### config.mk
export PLATFORM = sky130hd
export DESIGN_NAME = ndn_mcu_link
export DESIGN_NICKNAME = d
export VERILOG_FILES = /design/src/logic/ndn_pkt_pkg.sv /design/src/logic/ndn_ctrl_pkg.sv /design/src/logic/pit_req_if.sv /design/src/logic/pit_resp_if.sv /design/src/logic/data_serializer.sv /design/src/logic/interest_deserializer.sv /design/src/logic/ndn_mcu_link.sv /design/src/logic/pit_table.sv
export SDC_FILE = /design/constraint.sdc
export NUM_CORES = 1
export LEC_CHECK = 0
export BUFFER_PORTS_ARGS = -buffer_cell sky130_fd_sc_hd__buf_2
export CAP_MARGIN = 20
export CORE_MARGIN = 10
export CORE_UTILIZATION = 50
export DETAILED_ROUTE_END_ITERATION = 10
export MAX_ROUTING_LAYER = met4
export PLACE_DENSITY = 0.73
export RECOVER_POWER = 50
export SYNTH_ARGS = -nofsm -noshare
export SYNTH_HDL_FRONTEND = slang
export SYNTH_SLANG_ARGS = --single-unit
### constraint.sdc
create_clock -name clk -period 13.8 [get_ports clk]
set_clock_uncertainty 0.2 [all_clocks]
set_input_delay 2.76 -clock clk [delete_from_list [all_inputs] [get_ports clk]]
set_output_delay 2.76 -clock clk [all_outputs]
set_load 0.05 [all_outputs]
### src/logic/ndn_pkt_pkg.sv
// Packet format constants and packet type shared by the MCU serial link blocks
package ndn_pkt_pkg;

    // Name prefix and header field widths
    localparam int PREFIX_W = 64;
    localparam int LEN_W = 6;
    localparam int HDR_W = 8;

    // Position of the packet type bit inside the header byte
    localparam int TYPE_BIT = 6;

    // Data payload, kept small for this node
    localparam int DATA_BYTES = 8;
    localparam int DATA_W = DATA_BYTES * 8;

    // Start bit, header, prefix, end bit
    localparam int RX_FRAME_BITS = 1 + HDR_W + PREFIX_W + 1;

    // Start bit, header, prefix, payload, end bit
    localparam int TX_FRAME_BITS = 1 + HDR_W + PREFIX_W + DATA_W + 1;

    // Bits shifted out between start and end bit
    localparam int TX_SHIFT_W = HDR_W + PREFIX_W + DATA_W;

    // Header bit 6 of a frame
    typedef enum logic {
        PKT_DATA     = 1'b0,
        PKT_INTEREST = 1'b1
    } pkt_type_e;

    // Outgoing data header: filler bit, type 0, length field unused
    localparam logic [HDR_W-1:0] DATA_HDR = {1'b0, PKT_DATA, {LEN_W{1'b0}}};

endpackage

### src/logic/ndn_ctrl_pkg.sv
// Control encodings and table sizing for the deserializer, PIT and serializer
package ndn_ctrl_pkg;

    // Number of pending interest entries
    localparam int PIT_DEPTH = 4;
    localparam int PIT_IDX_W = $clog2(PIT_DEPTH);

    // Bit counter wide enough to walk the longest field
    localparam int CNT_W = $clog2(ndn_pkt_pkg::PREFIX_W);

    // Receive side, one state per frame field
    typedef enum logic [1:0] {
        RX_IDLE,
        RX_HEADER,
        RX_PREFIX,
        RX_END
    } rx_state_e;

    // Transmit side, state names the bit currently on miso
    typedef enum logic [2:0] {
        TX_IDLE,
        TX_START,
        TX_HEADER,
        TX_PREFIX,
        TX_DATA,
        TX_END
    } tx_state_e;

    // Operation applied to the table in a given cycle
    typedef enum logic {
        PIT_INSERT,
        PIT_MATCH
    } pit_op_e;

endpackage

### src/logic/pit_req_if.sv
// Decoded interest handed from the serial deserializer to the pending interest table
`timescale 1ns/1ps

interface pit_req_if;

    // One-cycle strobe, the fields below only count while it is high
    logic                           valid;
    logic [ndn_pkt_pkg::LEN_W-1:0]    length;
    logic [ndn_pkt_pkg::PREFIX_W-1:0] prefix;
    ndn_ctrl_pkg::pit_op_e          op;

    // Deserializer side
    modport src (
        output valid,
        output length,
        output prefix,
        output op
    );

    // Table side
    modport dst (
        input valid,
        input length,
        input prefix,
        input op
    );

endinterface

### src/logic/pit_resp_if.sv
// Matched data packet handed from the pending interest table to the serializer
`timescale 1ns/1ps

interface pit_resp_if;

    // One-cycle strobe with the packet to send
    logic                           valid;
    logic [ndn_pkt_pkg::PREFIX_W-1:0] prefix;
    logic [ndn_pkt_pkg::DATA_W-1:0]   data;

    // High while a frame is on miso, no strobe allowed then
    logic                           busy;

    // Table side
    modport src (
        output valid,
        output prefix,
        output data,
        input  busy
    );

    // Serializer side
    modport dst (
        input  valid,
        input  prefix,
        input  data,
        output busy
    );

endinterface

### src/logic/data_serializer.sv
// Frames matched data packets and shifts them out on miso
`timescale 1ns/1ps

module data_serializer (
    input  logic    clk,
    input  logic    rst,
    pit_resp_if.dst resp,
    output logic    miso
);

    ndn_ctrl_pkg::tx_state_e            state;
    logic [ndn_ctrl_pkg::CNT_W-1:0]     bit_cnt;
    logic [ndn_pkt_pkg::TX_SHIFT_W-1:0] tx_sr;

    // Busy for every cycle a frame bit sits on miso
    assign resp.busy = (state != ndn_ctrl_pkg::TX_IDLE);

    // Frame FSM, state names the bit on miso this cycle
    always_ff @(posedge clk or posedge rst) begin
        if (rst) begin
            state   <= ndn_ctrl_pkg::TX_IDLE;
            bit_cnt <= '0;
            miso    <= 1'b1;
        end else begin
            case (state)
                ndn_ctrl_pkg::TX_IDLE: begin
                    if (resp.valid) begin
                        // Start bit
                        miso  <= 1'b0;
                        state <= ndn_ctrl_pkg::TX_START;
                    end else begin
                        miso <= 1'b1;
                    end
                end
                ndn_ctrl_pkg::TX_START: begin
                    miso    <= tx_sr[ndn_pkt_pkg::TX_SHIFT_W-1];
                    state   <= ndn_ctrl_pkg::TX_HEADER;
                    bit_cnt <= ndn_ctrl_pkg::CNT_W'(ndn_pkt_pkg::HDR_W - 1);
                end
                ndn_ctrl_pkg::TX_HEADER: begin
                    miso <= tx_sr[ndn_pkt_pkg::TX_SHIFT_W-1];
                    if (bit_cnt == '0) begin
                        state   <= ndn_ctrl_pkg::TX_PREFIX;
                        bit_cnt <= ndn_ctrl_pkg::CNT_W'(ndn_pkt_pkg::PREFIX_W - 1);
                    end else begin
                        bit_cnt <= bit_cnt - 1'b1;
                    end
                end
                ndn_ctrl_pkg::TX_PREFIX: begin
                    miso <= tx_sr[ndn_pkt_pkg::TX_SHIFT_W-1];
                    if (bit_cnt == '0) begin
                        state   <= ndn_ctrl_pkg::TX_DATA;
                        bit_cnt <= ndn_ctrl_pkg::CNT_W'(ndn_pkt_pkg::DATA_W - 1);
                    end else begin
                        bit_cnt <= bit_cnt - 1'b1;
                    end
                end
                ndn_ctrl_pkg::TX_DATA: begin
                    if (bit_cnt == '0) begin
                        // Low end bit after the last payload bit
                        miso  <= 1'b0;
                        state <= ndn_ctrl_pkg::TX_END;
                    end else begin
                        miso    <= tx_sr[ndn_pkt_pkg::TX_SHIFT_W-1];
                        bit_cnt <= bit_cnt - 1'b1;
                    end
                end
                ndn_ctrl_pkg::TX_END: begin
                    miso  <= 1'b1;
                    state <= ndn_ctrl_pkg::TX_IDLE;
                end
                default: begin
                    miso  <= 1'b1;
                    state <= ndn_ctrl_pkg::TX_IDLE;
                end
            endcase
        end
    end

    // Header, prefix and payload in one register, MSB leaves first
    always_ff @(posedge clk) begin
        if (state == ndn_ctrl_pkg::TX_IDLE) begin
            if (resp.valid) begin
                tx_sr <= {ndn_pkt_pkg::DATA_HDR, resp.prefix, resp.data};
            end
        end else begin
            tx_sr <= tx_sr << 1;
        end
    end

    // Line rests high between frames
    a_idle_line_high: assert property (
        @(posedge clk) disable iff (rst) (state == ndn_ctrl_pkg::TX_IDLE) |-> miso
    );

endmodule

### src/logic/interest_deserializer.sv
// Turns interest frames on mosi into one-cycle table insert requests
`timescale 1ns/1ps

module interest_deserializer (
    input  logic   clk,
    input  logic   rst,
    input  logic   mosi,
    pit_req_if.src req,
    output logic   frame_err
);

    ndn_ctrl_pkg::rx_state_e              state;
    logic [ndn_ctrl_pkg::CNT_W-1:0]       bit_cnt;
    logic [ndn_pkt_pkg::HDR_W-1:0]        hdr_sr;
    logic [ndn_pkt_pkg::PREFIX_W-1:0]     pfx_sr;
    logic                                 type_ok;

    // Header type bit must say interest
    assign type_ok = (hdr_sr[ndn_pkt_pkg::TYPE_BIT] == ndn_pkt_pkg::PKT_INTEREST);

    // Shift registers stay still outside their fields, so they feed req directly
    assign req.length = hdr_sr[ndn_pkt_pkg::LEN_W-1:0];
    assign req.prefix = pfx_sr;

    // The serial port only ever produces inserts
    assign req.op = ndn_ctrl_pkg::PIT_INSERT;

    // Frame FSM and bit counter
    always_ff @(posedge clk or posedge rst) begin
        if (rst) begin
            state     <= ndn_ctrl_pkg::RX_IDLE;
            bit_cnt   <= '0;
            req.valid <= 1'b0;
            frame_err <= 1'b0;
        end else begin
            // Both outputs are single-cycle pulses
            req.valid <= 1'b0;
            frame_err <= 1'b0;
            case (state)
                ndn_ctrl_pkg::RX_IDLE: begin
                    // Line idles high, a low bit opens a frame
                    if (!mosi) begin
                        state   <= ndn_ctrl_pkg::RX_HEADER;
                        bit_cnt <= ndn_ctrl_pkg::CNT_W'(ndn_pkt_pkg::HDR_W - 1);
                    end
                end
                ndn_ctrl_pkg::RX_HEADER: begin
                    if (bit_cnt == '0) begin
                        state   <= ndn_ctrl_pkg::RX_PREFIX;
                        bit_cnt <= ndn_ctrl_pkg::CNT_W'(ndn_pkt_pkg::PREFIX_W - 1);
                    end else begin
                        bit_cnt <= bit_cnt - 1'b1;
                    end
                end
                ndn_ctrl_pkg::RX_PREFIX: begin
                    if (bit_cnt == '0) begin
                        state <= ndn_ctrl_pkg::RX_END;
                    end else begin
                        bit_cnt <= bit_cnt - 1'b1;
                    end
                end
                ndn_ctrl_pkg::RX_END: begin
                    // End bit must be low and the packet an interest
                    if (!mosi && type_ok) begin
                        req.valid <= 1'b1;
                    end else begin
                        frame_err <= 1'b1;
                    end
                    state <= ndn_ctrl_pkg::RX_IDLE;
                end
                default: begin
                    state <= ndn_ctrl_pkg::RX_IDLE;
                end
            endcase
        end
    end

    // Field capture, MSB first
    always_ff @(posedge clk) begin
        if (state == ndn_ctrl_pkg::RX_HEADER) begin
            hdr_sr <= {hdr_sr[ndn_pkt_pkg::HDR_W-2:0], mosi};
        end
        if (state == ndn_ctrl_pkg::RX_PREFIX) begin
            pfx_sr <= {pfx_sr[ndn_pkt_pkg::PREFIX_W-2:0], mosi};
        end
    end

    // Frames are at least a full frame apart, so requests never run back to back
    a_req_single_cycle: assert property (
        @(posedge clk) disable iff (rst) req.valid |=> !req.valid
    );

endmodule

### src/logic/ndn_mcu_link.sv
// Top of the MCU serial link, joins deserializer, PIT and serializer
`timescale 1ns/1ps

module ndn_mcu_link (
    input  logic                            clk,
    input  logic                            rst,
    input  logic                            mosi,
    output logic                            miso,
    input  logic                            net_valid,
    input  logic [ndn_pkt_pkg::PREFIX_W-1:0] net_prefix,
    input  logic [ndn_pkt_pkg::DATA_W-1:0]   net_data,
    output logic                            frame_err,
    output logic                            interest_drop,
    output logic                            data_drop
);

    // Interest path into the table
    pit_req_if req_if ();

    // Data path out of the table, busy flows back
    pit_resp_if resp_if ();

    // MCU interests in
    interest_deserializer u_rx (
        .clk       (clk),
        .rst       (rst),
        .mosi      (mosi),
        .req       (req_if.src),
        .frame_err (frame_err)
    );

    // Table and network-side matching
    pit_table u_pit (
        .clk           (clk),
        .rst           (rst),
        .req           (req_if.dst),
        .resp          (resp_if.src),
        .net_valid     (net_valid),
        .net_prefix    (net_prefix),
        .net_data      (net_data),
        .interest_drop (interest_drop),
        .data_drop     (data_drop)
    );

    // Data frames back to the MCU
    data_serializer u_tx (
        .clk  (clk),
        .rst  (rst),
        .resp (resp_if.dst),
        .miso (miso)
    );

endmodule

### src/logic/pit_table.sv
// Pending interest table that stores interests and matches network data against them
`timescale 1ns/1ps

module pit_table (
    input  logic                            clk,
    input  logic                            rst,
    pit_req_if.dst                          req,
    pit_resp_if.src                         resp,
    input  logic                            net_valid,
    input  logic [ndn_pkt_pkg::PREFIX_W-1:0] net_prefix,
    input  logic [ndn_pkt_pkg::DATA_W-1:0]   net_data,
    output logic                            interest_drop,
    output logic                            data_drop
);

    // Entry storage
    logic [ndn_ctrl_pkg::PIT_DEPTH-1:0] ent_valid;
    logic [ndn_pkt_pkg::LEN_W-1:0]      ent_len [ndn_ctrl_pkg::PIT_DEPTH];
    logic [ndn_pkt_pkg::PREFIX_W-1:0]   ent_pfx [ndn_ctrl_pkg::PIT_DEPTH];

    // Data strobe parked for one cycle behind an insert
    logic                             pend_valid;
    logic [ndn_pkt_pkg::PREFIX_W-1:0] pend_prefix;
    logic [ndn_pkt_pkg::DATA_W-1:0]   pend_data;

    // Strobe being looked up this cycle
    ndn_ctrl_pkg::pit_op_e            cur_op;
    logic                             cur_valid;
    logic [ndn_pkt_pkg::PREFIX_W-1:0] cur_prefix;
    logic [ndn_pkt_pkg::DATA_W-1:0]   cur_data;
    logic                             do_insert;
    logic                             do_match;
    logic                             blocked;

    // Lookup results
    logic [ndn_ctrl_pkg::PIT_DEPTH-1:0] hit;
    logic                               hit_any;
    logic                               free_any;
    logic [ndn_ctrl_pkg::PIT_IDX_W-1:0] hit_idx;
    logic [ndn_ctrl_pkg::PIT_IDX_W-1:0] free_idx;

    // Top len bits set, zero length compares the whole prefix
    function automatic logic [ndn_pkt_pkg::PREFIX_W-1:0] len_mask(
        input logic [ndn_pkt_pkg::LEN_W-1:0] len
    );
        if (len == '0) begin
            len_mask = '1;
        end else begin
            len_mask = ~({ndn_pkt_pkg::PREFIX_W{1'b1}} >> len);
        end
    endfunction

    // An insert owns the cycle, a data strobe waits behind it
    assign cur_op    = req.valid ? req.op : ndn_ctrl_pkg::PIT_MATCH;
    assign do_insert = req.valid && (cur_op == ndn_ctrl_pkg::PIT_INSERT);

    // Parked strobe goes first
    assign cur_valid  = pend_valid || net_valid;
    assign cur_prefix = pend_valid ? pend_prefix : net_prefix;
    assign cur_data   = pend_valid ? pend_data : net_data;
    assign do_match   = cur_valid && (cur_op == ndn_ctrl_pkg::PIT_MATCH);

    // Serializer busy lags resp.valid by one cycle, so cover that cycle too
    assign blocked = resp.busy || resp.valid;

    // Parallel compare and lowest-index pick, low index overwrites
    always_comb begin
        hit_idx  = '0;
        hit_any  = 1'b0;
        free_idx = '0;
        free_any = 1'b0;
        for (int i = ndn_ctrl_pkg::PIT_DEPTH - 1; i >= 0; i--) begin
            hit[i] = ent_valid[i] &&
                     (((cur_prefix ^ ent_pfx[i]) & len_mask(ent_len[i])) == '0);
            if (hit[i]) begin
                hit_idx = ndn_ctrl_pkg::PIT_IDX_W'(i);
                hit_any = 1'b1;
            end
            if (!ent_valid[i]) begin
                free_idx = ndn_ctrl_pkg::PIT_IDX_W'(i);
                free_any = 1'b1;
            end
        end
    end

    // Valid bits, response strobe and drop pulses
    always_ff @(posedge clk or posedge rst) begin
        if (rst) begin
            ent_valid     <= '0;
            pend_valid    <= 1'b0;
            resp.valid    <= 1'b0;
            interest_drop <= 1'b0;
            data_drop     <= 1'b0;
        end else begin
            resp.valid    <= 1'b0;
            interest_drop <= 1'b0;
            data_drop     <= 1'b0;
            pend_valid    <= net_valid && do_insert;
            if (do_insert) begin
                if (free_any) begin
                    ent_valid[free_idx] <= 1'b1;
                end else begin
                    interest_drop <= 1'b1;
                end
            end
            if (do_match) begin
                if (blocked || !hit_any) begin
                    data_drop <= 1'b1;
                end else begin
                    ent_valid[hit_idx] <= 1'b0;
                    resp.valid         <= 1'b1;
                end
            end
            // A fresh strobe landing on a parked one is lost
            if (pend_valid && net_valid) begin
                data_drop <= 1'b1;
            end
        end
    end

    // Payload side
    always_ff @(posedge clk) begin
        if (do_insert && free_any) begin
            ent_len[free_idx] <= req.length;
            ent_pfx[free_idx] <= req.prefix;
        end
        if (net_valid && do_insert) begin
            pend_prefix <= net_prefix;
            pend_data   <= net_data;
        end
        if (do_match && !blocked && hit_any) begin
            resp.prefix <= cur_prefix;
            resp.data   <= cur_data;
        end
    end

    // Serializer never sees a new packet mid-frame
    a_no_resp_while_busy: assert property (
        @(posedge clk) disable iff (rst) resp.valid |-> !resp.busy
    );

    // Interest drop only when an insert found every slot taken
    a_drop_means_full: assert property (
        @(posedge clk) disable iff (rst)
        interest_drop |-> $past(req.valid && (&ent_valid))
    );

endmodule

; ---- Yosys cells after proc, flatten, opt, wreduce, memory -nomap -nowiden
; Memory sizes are Yosys's and may differ from the RTL's.
; Cells that the tools add are included.
[word_totals]
regBits = 491
latchBits = 0
ram_bits = 280
mem_bits_ro = 0
input_bits = 132
wordCells = 168
n_memories = 2
[op_classes]
n_addsub = 2
mul = 0
div_mod_pow = 0
magnitude_cmp = 4
eq_ne = 16
shift = 4
muxes = 65
bitwise_logic = 15
n_reduce_logical = 40
[memory_table]
columns = name, words, word_bits, rd, rd_clocked_by_memory_dff, wr, line
row1 = u_pit.ent_pfx, 4, 64, 4, 0, 1, pit_table.sv:19  ; logic [ndn_pkt_pkg::PREFIX_W-1:0] ent_pfx [ndn_ctrl_pkg::PIT_DEPTH];
row2 = u_pit.ent_len, 4, 6, 4, 0, 1, pit_table.sv:18  ; logic [ndn_pkt_pkg::LEN_W-1:0] ent_len [ndn_ctrl_pkg::PIT_DEPTH];
[op_table]
columns = operator, count
row1 = 64-bit 2-to-1 mux, 6
row2 = 136-bit 2-to-1 mux, 2
row3 = 64-bit bitwise AND, 4
row4 = 64-bit logical NOT, 4
row5 = 64-bit inverter, 4
row6 = 64-bit by 6-bit right shift with 64-bit output (first input constant), 4
row7 = 64-bit XOR, 4
row8 = 6-bit logical NOT, 6
row9 = 6-bit case mux with 3 select lines, 2
row10 = 6-bit 2-to-1 mux, 5
row11 = 1-bit 2-to-1 mux, 26
row12 = 2-bit 2-to-1 mux, 11
row13 = 4-bit 2-to-1 mux, 4
row14 = 3-bit case mux with 5 select lines, 1
row15 = 1-bit logical AND, 13
row16 = 3-bit 2-to-1 mux, 4
row17 = 6-bit by 1-bit subtractor with 6-bit output (second input constant), 2
row18 = 2-bit by 1-bit inequality test with 1-bit output (second input constant), 5
row19 = 3-bit nonzero test, 3
row20 = 2-bit inequality test (second input constant), 4
row21 = 2-bit case mux with 4 select lines, 1
row22 = 3-bit by 2-bit == test with 1-bit output (second input constant), 2
row23 = 2-bit by 3-bit < comparator with 1-bit output (second input constant), 2
row24 = 3-bit AND reduction, 2
row25 = 18 further kinds, 25

; ---- Depth between registers and ports, before layout
; An unclocked memory read counts as a cell.
[logic_depth]
word_depth = 19
depth_mapped = 14
ltp_nobuf = 10

; ---- Hierarchy
; From an unflattened synthesis, not the netlist that was laid out.
[hier_totals]
cells_unflattened = 2466
hier_area_um2 = 33916.3
[by_module_without_submodules]
columns = module, instances, cells_per_inst, area_each_um2, seq_area_each_um2
row1 = pit_table, 1, 1677, 24405.9, 16295.6
row2 = data_serializer, 1, 646, 6700.2, 4325.4
row3 = interest_deserializer, 1, 143, 2810.2, 2382.3

; ---- Worst setup path after synthesis
; OpenSTA, ideal clock, no wires.
[synth_path]
path_type = input to register
from = in net_prefix[12] (netlist name)
to = reg u_pit.resp.data[0] (enable)
t_arrival_ps = 13219
required_ps = 12828
slack_ps = -391
cell_stages = 9
path_cell_list = mux2i_1 > xor2_1 > a21oi_1 > or4_1 > nor3_1 > a41oi_1 > a2111oi_2 > nor4_1 > nor3_1
[synth_via]
elab_chain_cells = 10
word_cells_on_any_way = 22
classes_between = mux (5) / bitwise (8) / reduce/logical (9)
[synth_lines]
columns = element, line
row1 = from (decl), ndn_mcu_link.sv:10  ; input logic [ndn_pkt_pkg::PREFIX_W-1:0] net_prefix,
row2 = 64-bit 2-to-1 mux *, pit_table.sv:59  ; assign cur_prefix = pend_valid ? pend_prefix : net_prefix;
row3 = 64-bit XOR, pit_table.sv:74  ; (((cur_prefix ^ ent_pfx[i]) & len_mask(ent_len[i])) == '0);
row4 = 64-bit bitwise AND, pit_table.sv:74
row5 = 64-bit logical NOT, pit_table.sv:74
row6 = 1-bit logical AND, pit_table.sv:73  ; hit[i] = ent_valid[i] &&
row7 = 1-bit 2-to-1 mux (3 in series), pit_table.sv:75  ; if (hit[i]) begin
row8 = 1-bit 2-to-1 mux *, pit_table.sv:75
row9 = 1-bit logical AND *, pit_table.sv:131  ; if (do_match && !blocked && hit_any) begin
row10 = to (signal assigned), pit_table.sv:133  ; resp.data <= cur_data;
row11 = to (decl), pit_resp_if.sv:18  ; output data,
; Every way passes the cells marked *; elsewhere a longest branch is shown, timed or not.
; A chain may end at the register's enable or synchronous reset.

; ---- Worst setup path after layout
[layout_path]
from = in net_prefix[52] (netlist name)
to = reg u_pit.resp.data[47] (enable)
; The elaborated chain is that of the path after synthesis.

==> flow_results.org <==
** Setup path
- Critical path fanouts, max :: 70
- Nature of the critical path endpoint :: flip-flop
- Data arrives at the worst endpoint at 7.41 ns.
- Type of origin of the critical path :: primary input
- Launch point of the worst reg-to-reg path :: u_pit.pend_valid
- WP data required :: 13.85 ns
- Critical path start-end classification :: in2reg
- The critical path starts at net_prefix[52].

** Global routing
- Wire length of the first global-routing pass :: 138900 µm
- Entering global routing, the biggest net connects 125 pins.
- The initial antenna violation count is 3.
- Vias in the first global route :: 20.42k
- Global routing consumed, over all layers together, 24.91% of the routing resources.
- Grt ovf :: 0

** STA
- For the final routed database, the setup TNS stands at 0 ns.
- Share of the cycle needed by the critical path after routing :: 53.30%
- Final Hold Viols :: 0
- Max frequency :: 0.1359 GHz
- Number of max-slew violations in the final report :: 315
- Setup repair after global routing left no endpoint under its margin.
- Setup violations remaining at the end of the flow were counted as 0.
- Min cycle time layout :: 7.356 ns
- Headroom to the max-slew limit :: -216.5%
- At the pin with the least slew margin, the transition time is 4.747 ns.

** Synthesis
- Number of instances in the synthesized netlist :: 2452
- Summing every instance area after synthesis gives 33380 µm².
- Counting flops with a built-in enable in the synthesized netlist gives 742.
- Area fraction of the dominant cell type after synthesis :: 66.75%
- A synthesized cell averages 13.61 µm².
- Most numerous cell types in the synthesized netlist :: 742 x edfxtp_1, 325 x nand2_1, 252 x o21ai_0, 162 x xnor2_1, 105 x a21oi_1
- After synthesis, the cell types taking the most area are edfxtp_1 67%, xnor2_1 4.3%, o21ai_0 3.8%.
- Leading cell type by number of instances after synthesis :: edfxtp_1
- In the synthesized netlist the dominant register cell turns out to be edfxtp_1.
- The number of nets handed over by synthesis was 2591.
- Of all flip-flops after synthesis, the portion carrying an async set or reset was 3.632%.
- The Yosys step of the flow raised 0 warnings.
- Distinct cells, synth :: 74
- Cell type with the largest total area after synthesis :: edfxtp_1
- After synthesis, flip-flops and latches occupy 68.91% of the total area.
- After synthesis the netlist holds a flip-flop and latch count of 771.

** Route
- The detail route stage leaves a number of antenna-violating nets equal to 0.
- Via density per instance :: 5.949
- For this block, the initial DRC count from the detailed router was 2247.
- Summing over every cut layer, the via total after detailed routing is 20.93k.
- Detailed-routing iteration count for the pre-antenna-repair pass :: 5
- DRC Markers :: 0
- Dividing the detail-routed wire length by the instance count gives 27.12 µm.
- Summed over all layers, the routed wires come to 95430 µm.

** Hold path
- In this run the most critical hold path is launched from u_pit.resp.data[0].
- The path class of the tightest hold or removal check is reg2reg.

** Power
- Combinational Power Share :: 8.7%
- For this design the static power due to leakage is 11.96 nW.
- The analysis attributes to net switching a power of 0.001356 W.
- Cell internal pwr :: 0.004232 W
- IR drop worst, VDD :: 0.09972 mV
- Fraction of power spent switching nets :: 24.27%
- In this run the power density over the cells is 149.1 nW/µm².
- Sequential power share :: 51.9%
- Relative contribution of the clock network to total power :: 39.3%

** Die
- Number of rows created at floorplan :: 94
- In this run the horizontal extent of the chip is 278.4 µm.
- In this run the standard cell core region covers 65980 µm².
- The floorplan step defined a die boundary enclosing 77500 µm².
- In this run the count of I/O pins placed on the die edge is 136.
- For this configuration, the core starts out at a cell density of 50.59%.
- The die is 278.4 µm tall.

** Clocking
- For this design, the sink count on the clock tree is 771.
- The later pin in the worst-skew pair is clocked with a latency of 0.63 ns.
- Clock edge transition at the registers on the reported setup and hold paths :: 0.06 ns
- In this run the number of H-tree levels came out at 3.
- Maximum count of clock buffers along a single path :: 3
- In this run the clock root is driven by a clkbuf_16.
- Post-CTS repair changed the size of 0 cells.
- Number of buffers inserted to repair setup after CTS :: 0
- Clock tree from TritonCTS :: yes
- Hold repair after CTS inserted 0 buffers.
- CTS buffer count :: 81

** Final layout
- The post-route netlist has 11.87% of its cells at a drive strength greater than 1.
- Area grow syn2layout :: 12.31%
- Final nets :: 2726
- Final design area excluding fillers :: 37490 µm²
- After filler insertion, the fill cell instance count of the layout stands at 5147.

** Job
- Number of maximum-capacitance constraint violations :: 7

** Place
- RePlAce Congestion :: 1.027
- Number of buffers added on ports :: 135
- After detailed placement, the total cell area comes to 34940 µm².
- The wire-length estimate of the detail-placed layout is 67810 µm.

** Outcome
- Run status :: finished with violations
- Violated checks :: capacitance limit, slew limit
## cell families after synthesis
family          count (synthesis)  share of synthesized area [%]
mux                           133                          4.985
xor+xnor                      259                          6.795
simple gates                  566                          7.530
fa+ha+maj                      10                         0.3523
buf+inv                       202                          2.485
compound gates                511                          8.943
flops                         771                          68.91
## worst paths after layout
| path | cells past startpoint | end | slack (ns) |
|---|---|---|---|
| setup / recovery | 11 | u_pit.resp.data[47] | 6.44 |
| hold / removal | 2 | u_tx.tx_sr[0] | 0.31 |
| setup reg to reg | 12 | u_pit.resp.data[47] | 6.97 |
| hold reg to reg | 2 | u_tx.tx_sr[0] | 0.31 |
| max in group asynchronous | 3 | u_pit.resp.valid | 10.97 |
| min in group asynchronous | 3 | u_pit.pend_valid | 2.05 |
## layout by cell type, fill, tap and decap left out, types with 28 or more instances in the layout
master	synthesis	routed
a21oi_1	105	105
a31oi_1	28	28
buf_2	3	40
clkbuf_1	95	112
clkbuf_16	0	82
edfxtp_1	742	742
inv_1	87	86
mux2_2	65	65
mux2i_1	29	29
nand2_1	325	325
nand3_1	29	29
nor2_1	74	73
o21ai_0	252	252
xnor2_1	162	162
xor2_1	97	97
## area by class of cell
class                           instances  area (µm²)  share of cell area, %
Multi-Input combinational cell       1479        9570                  25.53
Timing Repair Buffer                  166       790.8                  2.109
Antenna cell                            2       5.005                0.01335
Inverter                               88       335.3                 0.8944
Clock inverter                         50       550.5                  1.468
Sequential cell                       771       23010                  61.38
Tap cell                              864        1081                  2.884
Clock buffer                           99        2146                  5.724
## per-layer routing
layer / part of all wire (%) / global-route usage, % / vias up
met1: 42 / 32.81 / 10430
met4: 4.9 / 11.61 / 0
met3: 8.0 / 4.418 / 194
met5: 0 / - / -
li1: - / - / 9324
met2: 45 / 37.36 / 990
## flip-flops by register name (all words and copies together) (netlist names), 7 cells and up
register,cells
u_pit.ent_pfx,256
u_tx.tx_sr,136
u_pit.pend_data,64
u_pit.pend_prefix,64
u_pit.resp.data,64
u_pit.resp.prefix,64
u_rx.req.prefix,64
u_pit.ent_len,24
u_rx.hdr_sr,7
## worst max-delay path: stages
cell and delay (ns):
buf_2 0.10, mux2i_1 0.67, xor2_1 0.36, o2111ai_1 0.13
a2111oi_0 0.70, nand4_1 0.22, a2111oi_2 0.52, nor4_1 0.24
nor3_4 0.15, buf_4 0.65, buf_4 0.83
## power groups by stage
stage               Clock, W  Sequential, W  Combinational (W)
finish               0.00220        0.00290           0.000488
global route         0.00233        0.00292           0.000549
CTS                  0.00224        0.00290           0.000495
detailed placement         0        0.00295           0.000492
global placement           0        0.00294           0.000476
floorplan                  0        0.00294           0.000332
## stage by stage
stage	hold slack, ns	cells	power (W)	utilization, %	worst slack, ns
detailed placement	0.3044	3368	0.003440	52.96	5.841
global route	0.3367	3519	0.005799	56.82	6.055
floorplan	0.2248	2452	0.003271	-	3.528
global placement	0.2721	3368	0.003418	52.96	5.846
CTS	0.3152	3517	0.005636	57.04	6.510
finish	0.3106	3519	0.005589	56.82	6.444
Note: power is estimated with default switching activity, not from simulation.
